==> src/verilog/idu_defines.svh <==
/*
 * Sizing macros for the increment/decrement unit
 * Counter half width and register pair count
 */
`ifndef IDU_DEFINES_SVH
`define IDU_DEFINES_SVH

// One counter half, low or high byte of a pair
`define IDU_HALF_W 8

// BC, DE, HL, SP and PC
`define IDU_NUM_PAIRS 5

`endif

==> src/verilog/idu_pkg.sv <==
/*
 * Shared types of the increment/decrement unit
 * Operation and pair-select encodings
 * Register pair, command and external load structs
 */
`default_nettype none

`include "idu_defines.svh"

package idu_pkg;

	// Count operation carried with a command
	typedef enum logic [2:0] {
		OP_NONE     = 3'd0, // Value passes unchanged
		OP_INC      = 3'd1, // 16-bit increment
		OP_DEC      = 3'd2, // 16-bit decrement
		OP_PAIR_INC = 3'd3, // Both bytes +1, no carry between them
		OP_PAIR_DEC = 3'd4  // Both bytes -1, no borrow between them
	} idu_op_t;

	// Register pair select
	typedef enum logic [2:0] {
		SEL_BC = 3'd0,
		SEL_DE = 3'd1,
		SEL_HL = 3'd2,
		SEL_SP = 3'd3,
		SEL_PC = 3'd4
	} pair_sel_t;

	// One register pair, high byte in the upper bits
	typedef struct packed {
		logic [`IDU_HALF_W-1:0] hi;
		logic [`IDU_HALF_W-1:0] lo;
	} reg_pair_t;

	// Count command from the sequencer
	typedef struct packed {
		logic      strobe; // Single-cycle valid
		idu_op_t   op;
		pair_sel_t sel;
		logic      wb;     // Write result back into the pair
	} idu_cmd_t;

	// External register load
	typedef struct packed {
		logic      strobe;
		pair_sel_t sel;
		reg_pair_t data;
	} reg_load_t;

endpackage

`default_nettype wire

==> src/verilog/reg_pair_file.sv <==
/*
 * Register pairs BC, DE, HL, SP, PC with the operand keeper
 * Command capture with forwarding, write-back, external load
 * Combinational read port and address output
 */
`timescale 1ns/1ns
`default_nettype none

`include "idu_defines.svh"

module reg_pair_file import idu_pkg::*; (
	input  logic      clk4,
	input  logic      reset,
	input  idu_cmd_t  cmd,     // Count command
	input  reg_load_t ld,      // External load
	input  pair_sel_t rd_sel,  // Read port select
	input  reg_pair_t result,  // From the count core
	output reg_pair_t operand, // Keeper to the count core
	output idu_op_t   op_q,    // Operation of the live command
	output reg_pair_t rd_data,
	output reg_pair_t addr,
	output logic      addr_en
);

	reg_pair_t pairs [`IDU_NUM_PAIRS]; // Indexed by pair_sel_t
	reg_pair_t keeper;                 // Operand keeper
	pair_sel_t sel_q;                  // Pair of the live command
	logic      wb_q;                   // Live command writes back
	logic      wb_fire;                // Write-back at this edge
	logic      ld_fire;                // Load at this edge
	logic      ld_blocked;             // Load loses to write-back
	reg_pair_t cap_val;                // Next keeper value

	// Select codes 5..7 name no pair
	function automatic logic sel_ok(input pair_sel_t sel);
		return int'(sel) < `IDU_NUM_PAIRS;
	endfunction

	assign wb_fire    = wb_q & sel_ok(sel_q);
	assign ld_fire    = ld.strobe & sel_ok(ld.sel);
	assign ld_blocked = wb_fire & (ld.sel == sel_q); // Same pair, write-back wins

	// Keeper source, newest value of the selected pair
	always_comb begin
		cap_val = '0;
		if (sel_ok(cmd.sel)) begin
			if (wb_fire && (sel_q == cmd.sel)) begin
				cap_val = result;           // Forward the write-back
			end else if (ld_fire && (ld.sel == cmd.sel)) begin
				cap_val = ld.data;          // Forward the load
			end else begin
				cap_val = pairs[cmd.sel];
			end
		end
	end

	// Pair storage
	always_ff @(posedge clk4) begin
		if (reset) begin
			for (int i = 0; i < `IDU_NUM_PAIRS; i++) begin
				pairs[i] <= '0;
			end
		end else begin
			if (ld_fire && !ld_blocked) begin
				pairs[ld.sel] <= ld.data;
			end
			if (wb_fire) begin
				pairs[sel_q] <= result; // One cycle after capture
			end
		end
	end

	// Keeper and command state
	always_ff @(posedge clk4) begin
		if (reset) begin
			keeper  <= '0;
			op_q    <= OP_NONE;
			sel_q   <= SEL_BC;
			wb_q    <= 1'b0;
			addr_en <= 1'b0;
		end else begin
			addr_en <= cmd.strobe;          // Live for one cycle
			wb_q    <= cmd.strobe & cmd.wb;
			if (cmd.strobe) begin
				keeper <= cap_val;
				op_q   <= cmd.op;
				sel_q  <= cmd.sel;
			end
		end
	end

	// Read port
	always_comb begin
		rd_data = '0;
		if (sel_ok(rd_sel)) begin
			rd_data = pairs[rd_sel];
		end
	end

	assign operand = keeper;
	assign addr    = keeper; // Address bus shows the uncounted value

endmodule

`default_nettype wire

==> config.mk <==
export PLATFORM = sky130hd
export DESIGN_NAME = reg_pair_file
export DESIGN_NICKNAME = d
export VERILOG_FILES = /design/src/verilog/idu_pkg.sv /design/src/verilog/reg_pair_file.sv
export VERILOG_INCLUDE_DIRS = /design/src /design/src/verilog
export SDC_FILE = /design/constraint.sdc
export NUM_CORES = 1
export LEC_CHECK = 0
export ABC_AREA = 1
export BUFFER_PORTS_ARGS = -buffer_cell sky130_fd_sc_hd__buf_2
export CAP_MARGIN = 10
export CORE_MARGIN = 8
export CORE_UTILIZATION = 56
export DETAILED_ROUTE_END_ITERATION = 6
export HOLD_SLACK_MARGIN = 0.06
export PLACE_DENSITY_LB_ADDON = 0.1
export SLEW_MARGIN = 5
export SYNTH_ARGS = -nofsm -noshare
export SYNTH_HDL_FRONTEND = slang
export SYNTH_SLANG_ARGS = --single-unit
export TNS_END_PERCENT = 50
==> constraint.sdc <==
create_clock -name clk4 -period 3.5 [get_ports clk4]
set_input_delay 0.175 -clock clk4 [delete_from_list [all_inputs] [get_ports clk4]]
set_output_delay 0.175 -clock clk4 [all_outputs]
set_load 0.02 [all_outputs]
==> tab_implementation.tex, run 1 <==
\begin{tabular}{lr}
\hline
Metric & Value \\
\hline
\multicolumn{2}{l}{\textbf{Global routing}} \\
\quad Wire length of the first global-routing pass & 34800 um \\
\quad Global route total overflow & 0 \\
\quad Initial antenna violation count & 0 \\
\quad Number of global-route vias before repair & 6095 \\
\quad Maximum number of pins on one net before global-route repair & 73 \\
\quad Total routing usage reported by global routing & 24.9\% \\
\multicolumn{2}{l}{\textbf{Yosys}} \\
\quad Synthesized instance count & 951 \\
\quad List of most frequent post-synthesis cells & 128 x sky130\_fd\_sc\_hd\_\_edfxtp\_1, 121 x sky130\_fd\_sc\_hd\_\_nand2\_1, 110 x sky130\_fd\_sc\_hd\_\_nand3\_1 \\
\quad Proportion of synthesized area in mux cells & 0\% \\
\quad Combinational family with the most area after synthesis & compound AO/OA/AOI/OAI gates \\
\quad Fraction of the mapped netlist area in compound gates & 17.6\% \\
\quad Sequential share of the synthesized area & 53.0\% \\
\quad EDFF count, synth & 128 \\
\quad Post-synthesis cell area & 8160 sq um \\
\quad Synthesized area divided by synthesized cell count & 8.58 sq um \\
\quad Post-synthesis sequential element count & 152 \\
\quad Top cell type by total area after synthesis & sky130\_fd\_sc\_hd\_\_edfxtp\_1 \\
\quad Top\_reg\_cell synth & sky130\_fd\_sc\_hd\_\_edfxtp\_1 \\
\quad Synth Area in Adders & 0\% \\
\quad Synth Area in XOR/XNOR & 0.429\% \\
\quad Simple-gate share of the synthesized area & 17.5\% \\
\quad Cell types with the largest area share after synthesis & sky130\_fd\_sc\_hd\_\_edfxtp\_1 47\%, sky130\_fd\_sc\_hd\_\_nand3\_1 6.7\%, sky130\_fd\_sc\_hd\_\_o21ai\_0 6.3\% \\
\quad Area fraction of the dominant cell type after synthesis & 47.1\% \\
\quad Ys async rst share & 0\% \\
\quad Dominant cell by count in the synthesized netlist & sky130\_fd\_sc\_hd\_\_edfxtp\_1 \\
\quad Synth cell types & 33 \\
\quad Synthesis Warnings & 0 \\
\multicolumn{2}{l}{\textbf{Worst setup path}} \\
\quad Slowest cell on the critical path & sky130\_fd\_sc\_hd\_\_nand3\_1 \\
\quad Reg-to-reg startpoint & sel\_q[2] \\
\quad Element type at the critical path start & flop \\
\quad Data arrival, critical path & 2460 ps \\
\quad Cell repeated most along the worst path & sky130\_fd\_sc\_hd\_\_nand3\_1 \\
\quad WP data required & 3440 ps \\
\quad CP Class & reg -> reg \\
\quad R2r endpoint & pairs[1][4] \\
\quad Delay of the slowest cell on the worst path & 750 ps \\
\quad Cell breakdown of the critical path & o21ai\_1, nand2\_2, nor2\_4, nand3\_1, nand3\_1 \\
\quad Reg-to-reg slack, setup & 980 ps \\
\quad Cells on worst reg2reg path & 5 \\
\quad Crit-path max FO & 17 \\
\quad Crit path capture type & flop \\
\multicolumn{2}{l}{\textbf{Power}} \\
\quad Switching power as a share of total power & 25.7\% \\
\quad Power Total & 4.50 mW \\
\quad Ratio of total power to cell area & 482 nW/um\^{}2 \\
\quad Internal power summed over all cells & 3.34 mW \\
\quad Sequential power share & 47.1\% \\
\quad Switching power summed over all nets & 1.16 mW \\
\quad Combinational cell fraction of total power & 13.2\% \\
\quad Maximum resistive drop on vdd & 0.000332 V \\
\quad Clock share of power & 39.7\% \\
\quad Leak & 4.00 nW \\
\multicolumn{2}{l}{\textbf{Clock tree}} \\
\quad Total clock buffers created by CTS & 17 \\
\quad Clock tree from TritonCTS & done \\
\quad Max Root-Sink Buffers & 2 \\
\quad Post-CTS Setup Inserts & 0 \\
\quad Number of gates resized after CTS & 0 \\
\quad Hold buffers post-CTS & 22 \\
\quad Clock latency reported for the late side of the worst-skew pair & 430 ps \\
\quad H-tree levels & 4 \\
\quad CTS Root Cell & sky130\_fd\_sc\_hd\_\_clkbuf\_16 \\
\quad Reg clk slew, reported paths & 60 ps \\
\quad Clk sink count & 152 \\
\multicolumn{2}{l}{\textbf{Worst hold path}} \\
\quad Worst hold path class & in -> reg \\
\quad Worst hold stages & 3 \\
\quad Worst min-delay path startpoint & result[12] \\
\quad End point of the worst hold path & pairs[4][12] \\
\multicolumn{2}{l}{\textbf{Place}} \\
\quad Place WS & 903 ps \\
\quad Cell Count Post-Placement & 1166 \\
\quad Routability-driven placement congestion ratio & 0.911 \\
\quad Number of input and output port buffers inserted & 100 \\
\quad Placed wire-length estimate after detailed placement & 16300 um \\
\multicolumn{2}{l}{\textbf{Cells and area}} \\
\quad Sequential Area & 4320 sq um \\
\quad Area occupied by multi-input gates & 3080 sq um \\
\quad Filler Cell Count & 1250 \\
\quad Fin cells & 1220 \\
\quad Antenna Diode Count & 0 \\
\quad Number of nets in the finished design & 1072 \\
\quad P\&R area growth vs syn & 14.5\% \\
\quad Fraction of layout instances using a drive strength above 1 & 15.3\% \\
\multicolumn{2}{l}{\textbf{Routing}} \\
\quad Routed Wire Length & 23300 um \\
\quad Met3 routed WL & 3270 um \\
\quad Count of antenna-violating nets left after detailed routing & 0 \\
\quad DR top layer & met4 \\
\quad Total iterations of the first detailed-routing run & 5 \\
\quad Via total after detailed routing & 7058 \\
\quad Average via count per standard cell & 5.79 \\
\quad Avg WL per Cell & 19.1 um \\
\quad Initial detailed-routing violation count & 1067 \\
\quad WL met1 & 10200 um \\
\quad Detail Route met2 WL & 9500 um \\
\quad Remaining DRCs & 0 \\
\multicolumn{2}{l}{\textbf{STA}} \\
\quad Number of endpoints with negative hold slack in the final report & 0 \\
\quad Fmax & 397 MHz \\
\quad Final Setup Violations & 0 \\
\quad Worst-case headroom to the max-slew limit & 45.6\% \\
\quad Final worst-path setup slack & 984 ps \\
\quad Setup\_tns & 0 ps \\
\quad Unrepaired setup endpoints after global routing & no \\
\quad Clk\_skew & 9.23 ps \\
\quad Final min period & 2520 ps \\
\quad Period Utilization, post-route & 71.9\% \\
\quad Least-Margin Pin Slew & 814 ps \\
\quad Final Max Tran Viols & 0 \\
\multicolumn{2}{l}{\textbf{Job}} \\
\quad Number of maximum-capacitance violations & 0 \\
\multicolumn{2}{l}{\textbf{Floorplanning}} \\
\quad Std-Cell Core Area & 14400 sq um \\
\quad Effective utilization at floorplan & 56.8\% \\
\quad Die Outline Area & 18700 sq um \\
\quad Width of the chip & 137 um \\
\quad Die span in y & 137 um \\
\quad Cell row count & 44 \\
\quad Top-Level Pins & 101 \\
\multicolumn{2}{l}{\textbf{Status}} \\
\quad Outcome & completed \\
\hline
\end{tabular}
[state kept, by name, indices dropped and copies added (netlist names)]
signal and flops:
addr 16, sel_q 3, addr_en 1, wb_q 1, pairs 128, op_q 3
[routing by layer]
| metal | up-vias | track usage (%) |
|---|---|---|
| met5 | - | 0 |
| li1 | 3340 | - |
| met2 | 451 | 32.9 |
| met4 | 0 | 7.93 |
| met1 | 3241 | 38.4 |
| met3 | 26 | 6.35 |
[through the flow]
| step | util, % | hold slack [ps] | instance area (sq um) |
|---|---|---|---|
| 3_3_place_gp | 59.5 | 401 | 8540 |
| 4_1_cts | 65.0 | 94.3 | 9340 |
| 6_report | 65.0 | 120 | 9340 |
| 3_5_place_dp | 59.5 | 405 | 8540 |
| 2_1_floorplan | - | 296 | 8340 |
| 5_1_grt | 65.0 | 114 | 9340 |
[worst max path at each step]
stage	slack [ps]	depth (start not counted)	end	startpoint
after global placement	980	6	pairs[1][10]	reset
after global routing	850	5	pairs[1][10]	sel_q[2]
after floorplan	1380	8	pairs[4][0]	sel_q[0]
after detailed placement	900	6	pairs[1][8]	reset
after CTS	1030	5	pairs[1][3]	sel_q[2]
final	980	5	pairs[1][4]	sel_q[2]
[power by group through the flow]
stage	combinational [mW]	clock [mW]	sequential, mW
floorplan	0.383	0	2.16
CTS	0.581	1.79	2.12
global placement	0.556	0	2.16
finish	0.594	1.79	2.12
detailed placement	0.559	0	2.16
global route	0.648	1.86	2.13
[cells in the final DEF (no fill, tap or decap), types with 3 or more instances in the layout]
| cell type | synthesis | layout |
|---|---|---|
| sky130_fd_sc_hd__a21oi_1 | 63 | 63 |
| sky130_fd_sc_hd__buf_2 | 13 | 100 |
| sky130_fd_sc_hd__buf_4 | 18 | 6 |
| sky130_fd_sc_hd__clkbuf_16 | 0 | 17 |
| sky130_fd_sc_hd__clkbuf_8 | 0 | 6 |
| sky130_fd_sc_hd__clkinv_2 | 0 | 3 |
| sky130_fd_sc_hd__conb_1 | 1 | 48 |
| sky130_fd_sc_hd__dfxtp_1 | 24 | 24 |
| sky130_fd_sc_hd__dlygate4sd3_1 | 0 | 22 |
| sky130_fd_sc_hd__edfxtp_1 | 128 | 128 |
| sky130_fd_sc_hd__inv_1 | 86 | 86 |
| sky130_fd_sc_hd__inv_2 | 5 | 5 |
| sky130_fd_sc_hd__inv_4 | 0 | 3 |
| sky130_fd_sc_hd__nand2_1 | 121 | 121 |
| sky130_fd_sc_hd__nand2_4 | 5 | 5 |
| sky130_fd_sc_hd__nand3_1 | 110 | 110 |
| sky130_fd_sc_hd__nor2_1 | 77 | 77 |
| sky130_fd_sc_hd__o21ai_0 | 102 | 102 |
| sky130_fd_sc_hd__o21ai_1 | 11 | 11 |
| sky130_fd_sc_hd__o22ai_1 | 73 | 73 |
| sky130_fd_sc_hd__o22ai_2 | 3 | 3 |
| sky130_fd_sc_hd__xnor2_1 | 3 | 3 |
[critical path, delay by kind of cell, from the launching register on]
family / cells / cell delay, ps
DFF: 1 / 450
and+or+nand+nor: 4 / 1450
AOI/OAI and AO/OA: 1 / 120
[cell families (layout without fill, tap and decap cells)]
group                  Yosys count  in the layout
flip-flops                     152            152
buffers and inverters          215            253
AND/OR/NAND/NOR                321            321
other                            1             48
XOR/XNOR                         4              4
AO/OA/AOI/OAI                  258            258
[layout make-up]
| cell class | instances | area share, % |
|---|---|---|
| Sequential cell | 152 | 46.3 |
| Multi-Input combinational cell | 631 | 32.9 |
| Timing Repair Buffer | 129 | 8.41 |
| Clock buffer | 25 | 5.52 |
| Inverter | 92 | 3.70 |
| Tap cell | 184 | 2.46 |
| Clock inverter | 7 | 0.683 |
(Power assumes the default switching activity.)
==> inputs of run 2 (changes only) <==
==> constraint.sdc (replaced) <==
create_clock -name clk4 -period 2.5 [get_ports clk4]
set_input_delay 0.125 -clock clk4 [delete_from_list [all_inputs] [get_ports clk4]]
set_output_delay 0.125 -clock clk4 [all_outputs]
set_load 0.02 [all_outputs]
==> tab_implementation.tex, run 2 (synthesis results as in run 1) <==
\begin{tabular}{lr}
\hline
Metric & Value \\
\hline
\multicolumn{2}{l}{\textbf{STA}} \\
\quad Period Utilization, post-route & 83.3\% \\
\quad Worst-case headroom to the max-slew limit & 54.1\% \\
\quad Least-Margin Pin Slew & 689 ps \\
\quad Fmax & 480 MHz \\
\quad Final worst-path setup slack & 418 ps \\
\quad Final Max Tran Viols & 0 \\
\quad Unrepaired setup endpoints after global routing & no \\
\quad Final Setup Violations & 0 \\
\quad Final min period & 2080 ps \\
\quad Setup\_tns & 0 ps \\
\quad Number of endpoints with negative hold slack in the final report & 0 \\
\quad Clk\_skew & 6.67 ps \\
\multicolumn{2}{l}{\textbf{Worst setup path}} \\
\quad Critical Path Sink & pairs[1][9] \\
\quad Element type at the critical path start & flop \\
\quad Slowest cell on the critical path & sky130\_fd\_sc\_hd\_\_dfxtp\_1 \\
\quad Reg-to-reg slack, setup & 420 ps \\
\quad Crit path capture type & flop \\
\quad CP Class & reg -> reg \\
\quad WP data required & 2610 ps \\
\quad Cell family with the largest share of critical-path delay & simple AND/OR/NAND/NOR gates \\
\quad Origin of the worst setup path & sel\_q[2] \\
\quad Cells on worst reg2reg path & 7 \\
\quad Cell breakdown of the critical path & o21ai\_1, nand2\_2, nor2\_1, a31oi\_4, nand2\_4, nand3\_1, buf\_4 \\
\quad Combined buffer and inverter count along the critical path & 1 \\
\quad Logic depth of the worst path, buffers included & 7 \\
\quad Delay of the slowest cell on the worst path & 450 ps \\
\quad Reg-to-reg startpoint & sel\_q[2] \\
\quad R2r endpoint & pairs[1][9] \\
\quad Data arrival, critical path & 2190 ps \\
\quad Crit-path max FO & 17 \\
\multicolumn{2}{l}{\textbf{Routing}} \\
\quad Average via count per standard cell & 5.80 \\
\quad Avg WL per Cell & 18.9 um \\
\quad WL met1 & 10200 um \\
\quad Total iterations of the first detailed-routing run & 5 \\
\quad Initial detailed-routing violation count & 1181 \\
\quad Detail Route met2 WL & 9790 um \\
\quad Remaining DRCs & 0 \\
\quad Routed Wire Length & 23400 um \\
\quad Met3 routed WL & 3030 um \\
\quad Via total after detailed routing & 7162 \\
\quad Count of antenna-violating nets left after detailed routing & 0 \\
\quad DR top layer & met4 \\
\multicolumn{2}{l}{\textbf{Place}} \\
\quad Cell Count Post-Placement & 1180 \\
\quad Routability-driven placement congestion ratio & 0.881 \\
\quad Number of input and output port buffers inserted & 100 \\
\quad Placed wire-length estimate after detailed placement & 16600 um \\
\quad Place WS & 439 ps \\
\multicolumn{2}{l}{\textbf{Global routing}} \\
\quad Total routing usage reported by global routing & 25.2\% \\
\quad Number of global-route vias before repair & 6462 \\
\quad Maximum number of pins on one net before global-route repair & 71 \\
\quad Global route total overflow & 0 \\
\quad Initial antenna violation count & 0 \\
\quad Wire length of the first global-routing pass & 35700 um \\
\multicolumn{2}{l}{\textbf{Clock tree}} \\
\quad Total clock buffers created by CTS & 17 \\
\quad Max Root-Sink Buffers & 2 \\
\quad Number of gates resized after CTS & 0 \\
\quad Reg clk slew, reported paths & 60 ps \\
\quad H-tree levels & 4 \\
\quad Clk sink count & 152 \\
\quad CTS Root Cell & sky130\_fd\_sc\_hd\_\_clkbuf\_16 \\
\quad Clock latency reported for the late side of the worst-skew pair & 430 ps \\
\quad Clock tree from TritonCTS & done \\
\multicolumn{2}{l}{\textbf{Floorplanning}} \\
\quad Die span in y & 137 um \\
\quad Cell row count & 44 \\
\quad Effective utilization at floorplan & 56.8\% \\
\quad Die Outline Area & 18700 sq um \\
\quad Width of the chip & 137 um \\
\quad Top-Level Pins & 101 \\
\quad Std-Cell Core Area & 14400 sq um \\
\multicolumn{2}{l}{\textbf{Status}} \\
\quad Outcome & completed \\
\multicolumn{2}{l}{\textbf{Cells and area}} \\
\quad Largest register FFs & 128 \\
\quad Core Util, Final & 65.8\% \\
\quad Fraction of layout instances using a drive strength above 1 & 16.4\% \\
\quad Sequential Area & 4320 sq um \\
\quad Most frequent cells in the layout & 128 x sky130\_fd\_sc\_hd\_\_edfxtp\_1, 121 x sky130\_fd\_sc\_hd\_\_nand2\_1, 110 x sky130\_fd\_sc\_hd\_\_nand3\_1, 102 x sky130\_fd\_sc\_hd\_\_o21ai\_0, 100 x sky130\_fd\_sc\_hd\_\_buf\_2 \\
\quad Area occupied by multi-input gates & 3080 sq um \\
\quad Commonest non-fill, non-tap cell in the layout & sky130\_fd\_sc\_hd\_\_edfxtp\_1 \\
\quad Fin cells & 1235 \\
\quad Antenna Diode Count & 0 \\
\quad P\&R area growth vs syn & 15.9\% \\
\quad Largest register by flop count & pairs \\
\quad Filler Cell Count & 1200 \\
\quad Number of nets in the finished design & 1087 \\
\multicolumn{2}{l}{\textbf{Power}} \\
\quad Power Total & 6.36 mW \\
\quad Maximum resistive drop on vdd & 0.000428 V \\
\quad Ratio of total power to cell area & 672 nW/um\^{}2 \\
\quad Leak & 4.06 nW \\
\multicolumn{2}{l}{\textbf{Job}} \\
\quad Number of maximum-capacitance violations & 0 \\
\multicolumn{2}{l}{\textbf{Worst hold path}} \\
\quad Worst hold path class & in -> reg \\
\hline
\end{tabular}
## run 2: cell types whose count changed in the layout (fill, tap and decap cells not counted), sizes merged
cell         previous run  this run
clkbuf                 25        17
clkinv                  4         9
inv                    94        92
buf                   107       121
bufinv                  1         3
dlygate4sd3            22        23
clkinvlp                0         3
## run 2: repair_timing
| action | CTS | global route |
|---|---|---|
| buffers inserted | 0 | 0 |
| hold buffers | 23 | 0 |
| endpoints found under the hold margin | 55 | 0 |
## run 2: worst min path at each step
stage | cells past startpoint | slack, ps | start | to
6_report | 5 | 70 | result[0] | addr[0]
5_1_grt | 5 | 80 | result[13] | addr[13]
4_1_cts | 5 | 70 | result[0] | addr[0]
3_5_place_dp | 3 | 360 | cmd[4] | op_q[0]
3_3_place_gp | 1 | 350 | ld[14] | pairs[7][14]
2_1_floorplan | 2 | 250 | cmd[0] | wb_q
## run 2: final cells by class
cell class | instances | area share (%)
timing repair buffer | 144 | 9.52
multi-input combinational | 631 | 32.5
clock buffer | 17 | 4.50
clock inverter | 15 | 1.67
sequential | 152 | 45.7
inverter | 92 | 3.65
tap | 184 | 2.43
## run 2: power breakdown
group          internal [mW]  switching, mW
logic                  0.264          0.585
clock network           1.55          0.989
registers               2.91         0.0624
total                   4.72           1.64
## run 2: through the flow
stage                     cell area, sq um  hold WS [ps]
final                                 9460          74.5
after global routing                  9460          83.8
after CTS                             9460          68.3
after detailed placement              8650           355
after global placement                8650           346
after floorplan                       8340           246
## run 2: metal layers
layer / GRT usage (%) / vias to the layer above
li1: - / 3377
met1: 37.7 / 3292
met2: 34.8 / 463
met3: 6.79 / 30
met4: 7.20 / 0
met5: 0 / -
## run 2: tightest hold or removal path: stages
cell and delay (ps):
sky130_fd_sc_hd__buf_2 80, sky130_fd_sc_hd__o21ai_1 60, sky130_fd_sc_hd__inv_1 40, sky130_fd_sc_hd__nand2_1 50, sky130_fd_sc_hd__a21oi_1 100
==> inputs of run 3 (changes only) <==
--- a/config.mk
+++ b/config.mk
@@ -10,7 +10,7 @@
 export BUFFER_PORTS_ARGS = -buffer_cell sky130_fd_sc_hd__buf_2
 export CAP_MARGIN = 10
 export CORE_MARGIN = 8
-export CORE_UTILIZATION = 56
+export CORE_UTILIZATION = 53
 export DETAILED_ROUTE_END_ITERATION = 6
 export HOLD_SLACK_MARGIN = 0.06
 export PLACE_DENSITY_LB_ADDON = 0.1
==> constraint.sdc (replaced) <==
create_clock -name clk4 -period 1.9 [get_ports clk4]
set_input_delay 0.095 -clock clk4 [delete_from_list [all_inputs] [get_ports clk4]]
set_output_delay 0.095 -clock clk4 [all_outputs]
set_load 0.02 [all_outputs]
==> tab_implementation.tex, run 3 (synthesis results as in run 1) <==
\begin{tabular}{lr}
\hline
Metric & Value \\
\hline
\multicolumn{2}{l}{\textbf{Clock tree}} \\
\quad CTS Root Cell & sky130\_fd\_sc\_hd\_\_clkbuf\_16 \\
\quad Total clock buffers created by CTS & 17 \\
\quad Reg clk slew, reported paths & 60 ps \\
\quad Clk sink count & 152 \\
\quad Clock tree from TritonCTS & done \\
\quad H-tree levels & 4 \\
\quad Max Root-Sink Buffers & 2 \\
\quad Clock latency reported for the late side of the worst-skew pair & 430 ps \\
\multicolumn{2}{l}{\textbf{Global routing}} \\
\quad Maximum number of pins on one net before global-route repair & 75 \\
\quad Global route total overflow & 0 \\
\quad Initial antenna violation count & 1 \\
\quad Number of global-route vias before repair & 6724 \\
\quad Wire length of the first global-routing pass & 37600 um \\
\quad Total routing usage reported by global routing & 24.9\% \\
\multicolumn{2}{l}{\textbf{Cells and area}} \\
\quad P\&R area growth vs syn & 20.7\% \\
\quad Final instance area & 9850 sq um \\
\quad Largest register FFs & 128 \\
\quad Largest register by flop count & pairs \\
\quad Antenna Diode Count & 0 \\
\quad Commonest non-fill, non-tap cell in the layout & sky130\_fd\_sc\_hd\_\_edfxtp\_1 \\
\quad Fraction of layout instances using a drive strength above 1 & 18.3\% \\
\quad Core Util, Final & 65.1\% \\
\quad Number of nets in the finished design & 1116 \\
\quad Most frequent cells in the layout & 128 x sky130\_fd\_sc\_hd\_\_edfxtp\_1, 121 x sky130\_fd\_sc\_hd\_\_nand2\_1, 109 x sky130\_fd\_sc\_hd\_\_nand3\_1, 102 x sky130\_fd\_sc\_hd\_\_o21ai\_0, 100 x sky130\_fd\_sc\_hd\_\_buf\_2 \\
\multicolumn{2}{l}{\textbf{Floorplanning}} \\
\quad Std-Cell Core Area & 15100 sq um \\
\quad Width of the chip & 140 um \\
\quad Top-Level Pins & 101 \\
\quad Cell row count & 45 \\
\quad Die Outline Area & 19600 sq um \\
\quad Effective utilization at floorplan & 53.9\% \\
\quad Die span in y & 140 um \\
\multicolumn{2}{l}{\textbf{Worst setup path}} \\
\quad Element type at the critical path start & flop \\
\quad Slowest cell on the critical path & sky130\_fd\_sc\_hd\_\_dfxtp\_2 \\
\quad Cells on worst reg2reg path & 7 \\
\quad WP data required & 2090 ps \\
\quad Cell family with the largest share of critical-path delay & simple AND/OR/NAND/NOR gates \\
\quad Combined buffer and inverter count along the critical path & 1 \\
\quad Reg-to-reg startpoint & sel\_q[0] \\
\quad Reg-to-reg slack, setup & 130 ps \\
\quad R2r endpoint & pairs[3][13] \\
\quad Cell breakdown of the critical path & o21ai\_1, nand2\_2, nor2\_2, a31oi\_4, nand2\_4, nand3\_1, clkbuf\_16 \\
\quad CP Class & reg -> reg \\
\quad Data arrival, critical path & 1960 ps \\
\quad Crit-path max FO & 8 \\
\quad Crit path capture type & flop \\
\quad Delay of the slowest cell on the worst path & 350 ps \\
\multicolumn{2}{l}{\textbf{Worst hold path}} \\
\quad End point of the worst hold path & addr[10] \\
\quad Worst hold stages & 5 \\
\quad Worst min-delay path startpoint & result[10] \\
\quad Worst hold path class & in -> reg \\
\multicolumn{2}{l}{\textbf{Routing}} \\
\quad Count of antenna-violating nets left after detailed routing & 0 \\
\quad Initial detailed-routing violation count & 926 \\
\quad Average via count per standard cell & 5.71 \\
\quad Avg WL per Cell & 19.2 um \\
\quad Routed Wire Length & 24300 um \\
\quad Via total after detailed routing & 7235 \\
\quad Total iterations of the first detailed-routing run & 7 \\
\quad Remaining DRCs & 1 \\
\multicolumn{2}{l}{\textbf{STA}} \\
\quad Clk\_skew & 7.13 ps \\
\quad Final min period & 1770 ps \\
\quad Period Utilization, post-route & 93.1\% \\
\quad Number of endpoints with negative hold slack in the final report & 0 \\
\quad Final Setup Violations & 0 \\
\quad Unrepaired setup endpoints after global routing & no \\
\quad Final Max Tran Viols & 0 \\
\quad Least-Margin Pin Slew & 530 ps \\
\quad Fmax & 565 MHz \\
\quad Worst-case headroom to the max-slew limit & 64.6\% \\
\quad Fin Hold WS & 76.7 ps \\
\multicolumn{2}{l}{\textbf{Place}} \\
\quad Number of input and output port buffers inserted & 100 \\
\quad Routability-driven placement congestion ratio & 0.884 \\
\quad Placed wire-length estimate after detailed placement & 16300 um \\
\quad Placed instance area & 8870 sq um \\
\multicolumn{2}{l}{\textbf{Power}} \\
\quad Power Total & 8.51 mW \\
\quad Maximum resistive drop on vdd & 0.000512 V \\
\quad Leak & 4.24 nW \\
\quad Ratio of total power to cell area & 863 nW/um\^{}2 \\
\multicolumn{2}{l}{\textbf{Status}} \\
\quad Outcome & complete, but fails checks \\
\quad Violated checks & design-rule violations \\
\multicolumn{2}{l}{\textbf{Job}} \\
\quad Number of maximum-capacitance violations & 0 \\
\hline
\end{tabular}
run 3: changes by cell type in the layout (fill, tap and decap cells not counted), sizes merged:
cell         delta
buf            +19
dlygate4sd3     +9
clkinv          -4
clkbuf          +3
clkinvlp        +3
inv             -1
run 3: worst max path at each step:
stage / from / to / cells past startpoint
detailed placement: sel_q[0] / pairs[2][7] / 7
floorplan: sel_q[0] / pairs[1][0] / 8
CTS: sel_q[0] / pairs[2][8] / 7
global route: sel_q[0] / addr[2] / 9
finish: sel_q[0] / pairs[3][13] / 7
global placement: sel_q[0] / pairs[2][9] / 7
run 3: final cells by class:
cell class,instances,area [sq um]
Tap cell,188,235
Clock inverter,13,155
Clock buffer,19,443
Sequential cell,152,4330
Timing Repair Buffer,173,1260
Fill cell,1233,5290
Multi-Input combinational cell,631,3090
Inverter,92,345
run 3: what timing repair did:
item / CTS / global route
setup endpoints to repair: 0 / 106
hold endpoints to repair: 63 / 0
gates resized for setup: 0 / 4
hold buffers: 32 / 0
setup buffers: 0 / 2
run 3: worst min-delay path: stages:
cell and delay, ps:
sky130_fd_sc_hd__buf_2 100, sky130_fd_sc_hd__o21ai_1 70, sky130_fd_sc_hd__inv_1 50, sky130_fd_sc_hd__nand2_1 50, sky130_fd_sc_hd__a21oi_1 110
run 3: routing by layer:
| metal | GRT usage [%] | part of all wire [%] |
|---|---|---|
| met5 | 0 | 0.053 |
| met4 | 8.91 | 1.6 |
| met3 | 6.83 | 12 |
| met2 | 37.2 | 44 |
| met1 | 34.1 | 42 |
run 3: where the power goes:
group,switching [mW],internal (mW),total (mW)
clock,1.33,2.09,3.42
combinational,0.784,0.402,1.19
sequential,0.0785,3.82,3.90
run 3: metrics by stage:
stage	cells	setup WS, ps	setup TNS, ps
global route	1268	39.0	0
finish	1268	131	0
floorplan	998	-209	-13310
CTS	1265	61.0	0
detailed placement	1201	73.5	0
global placement	1201	120	0
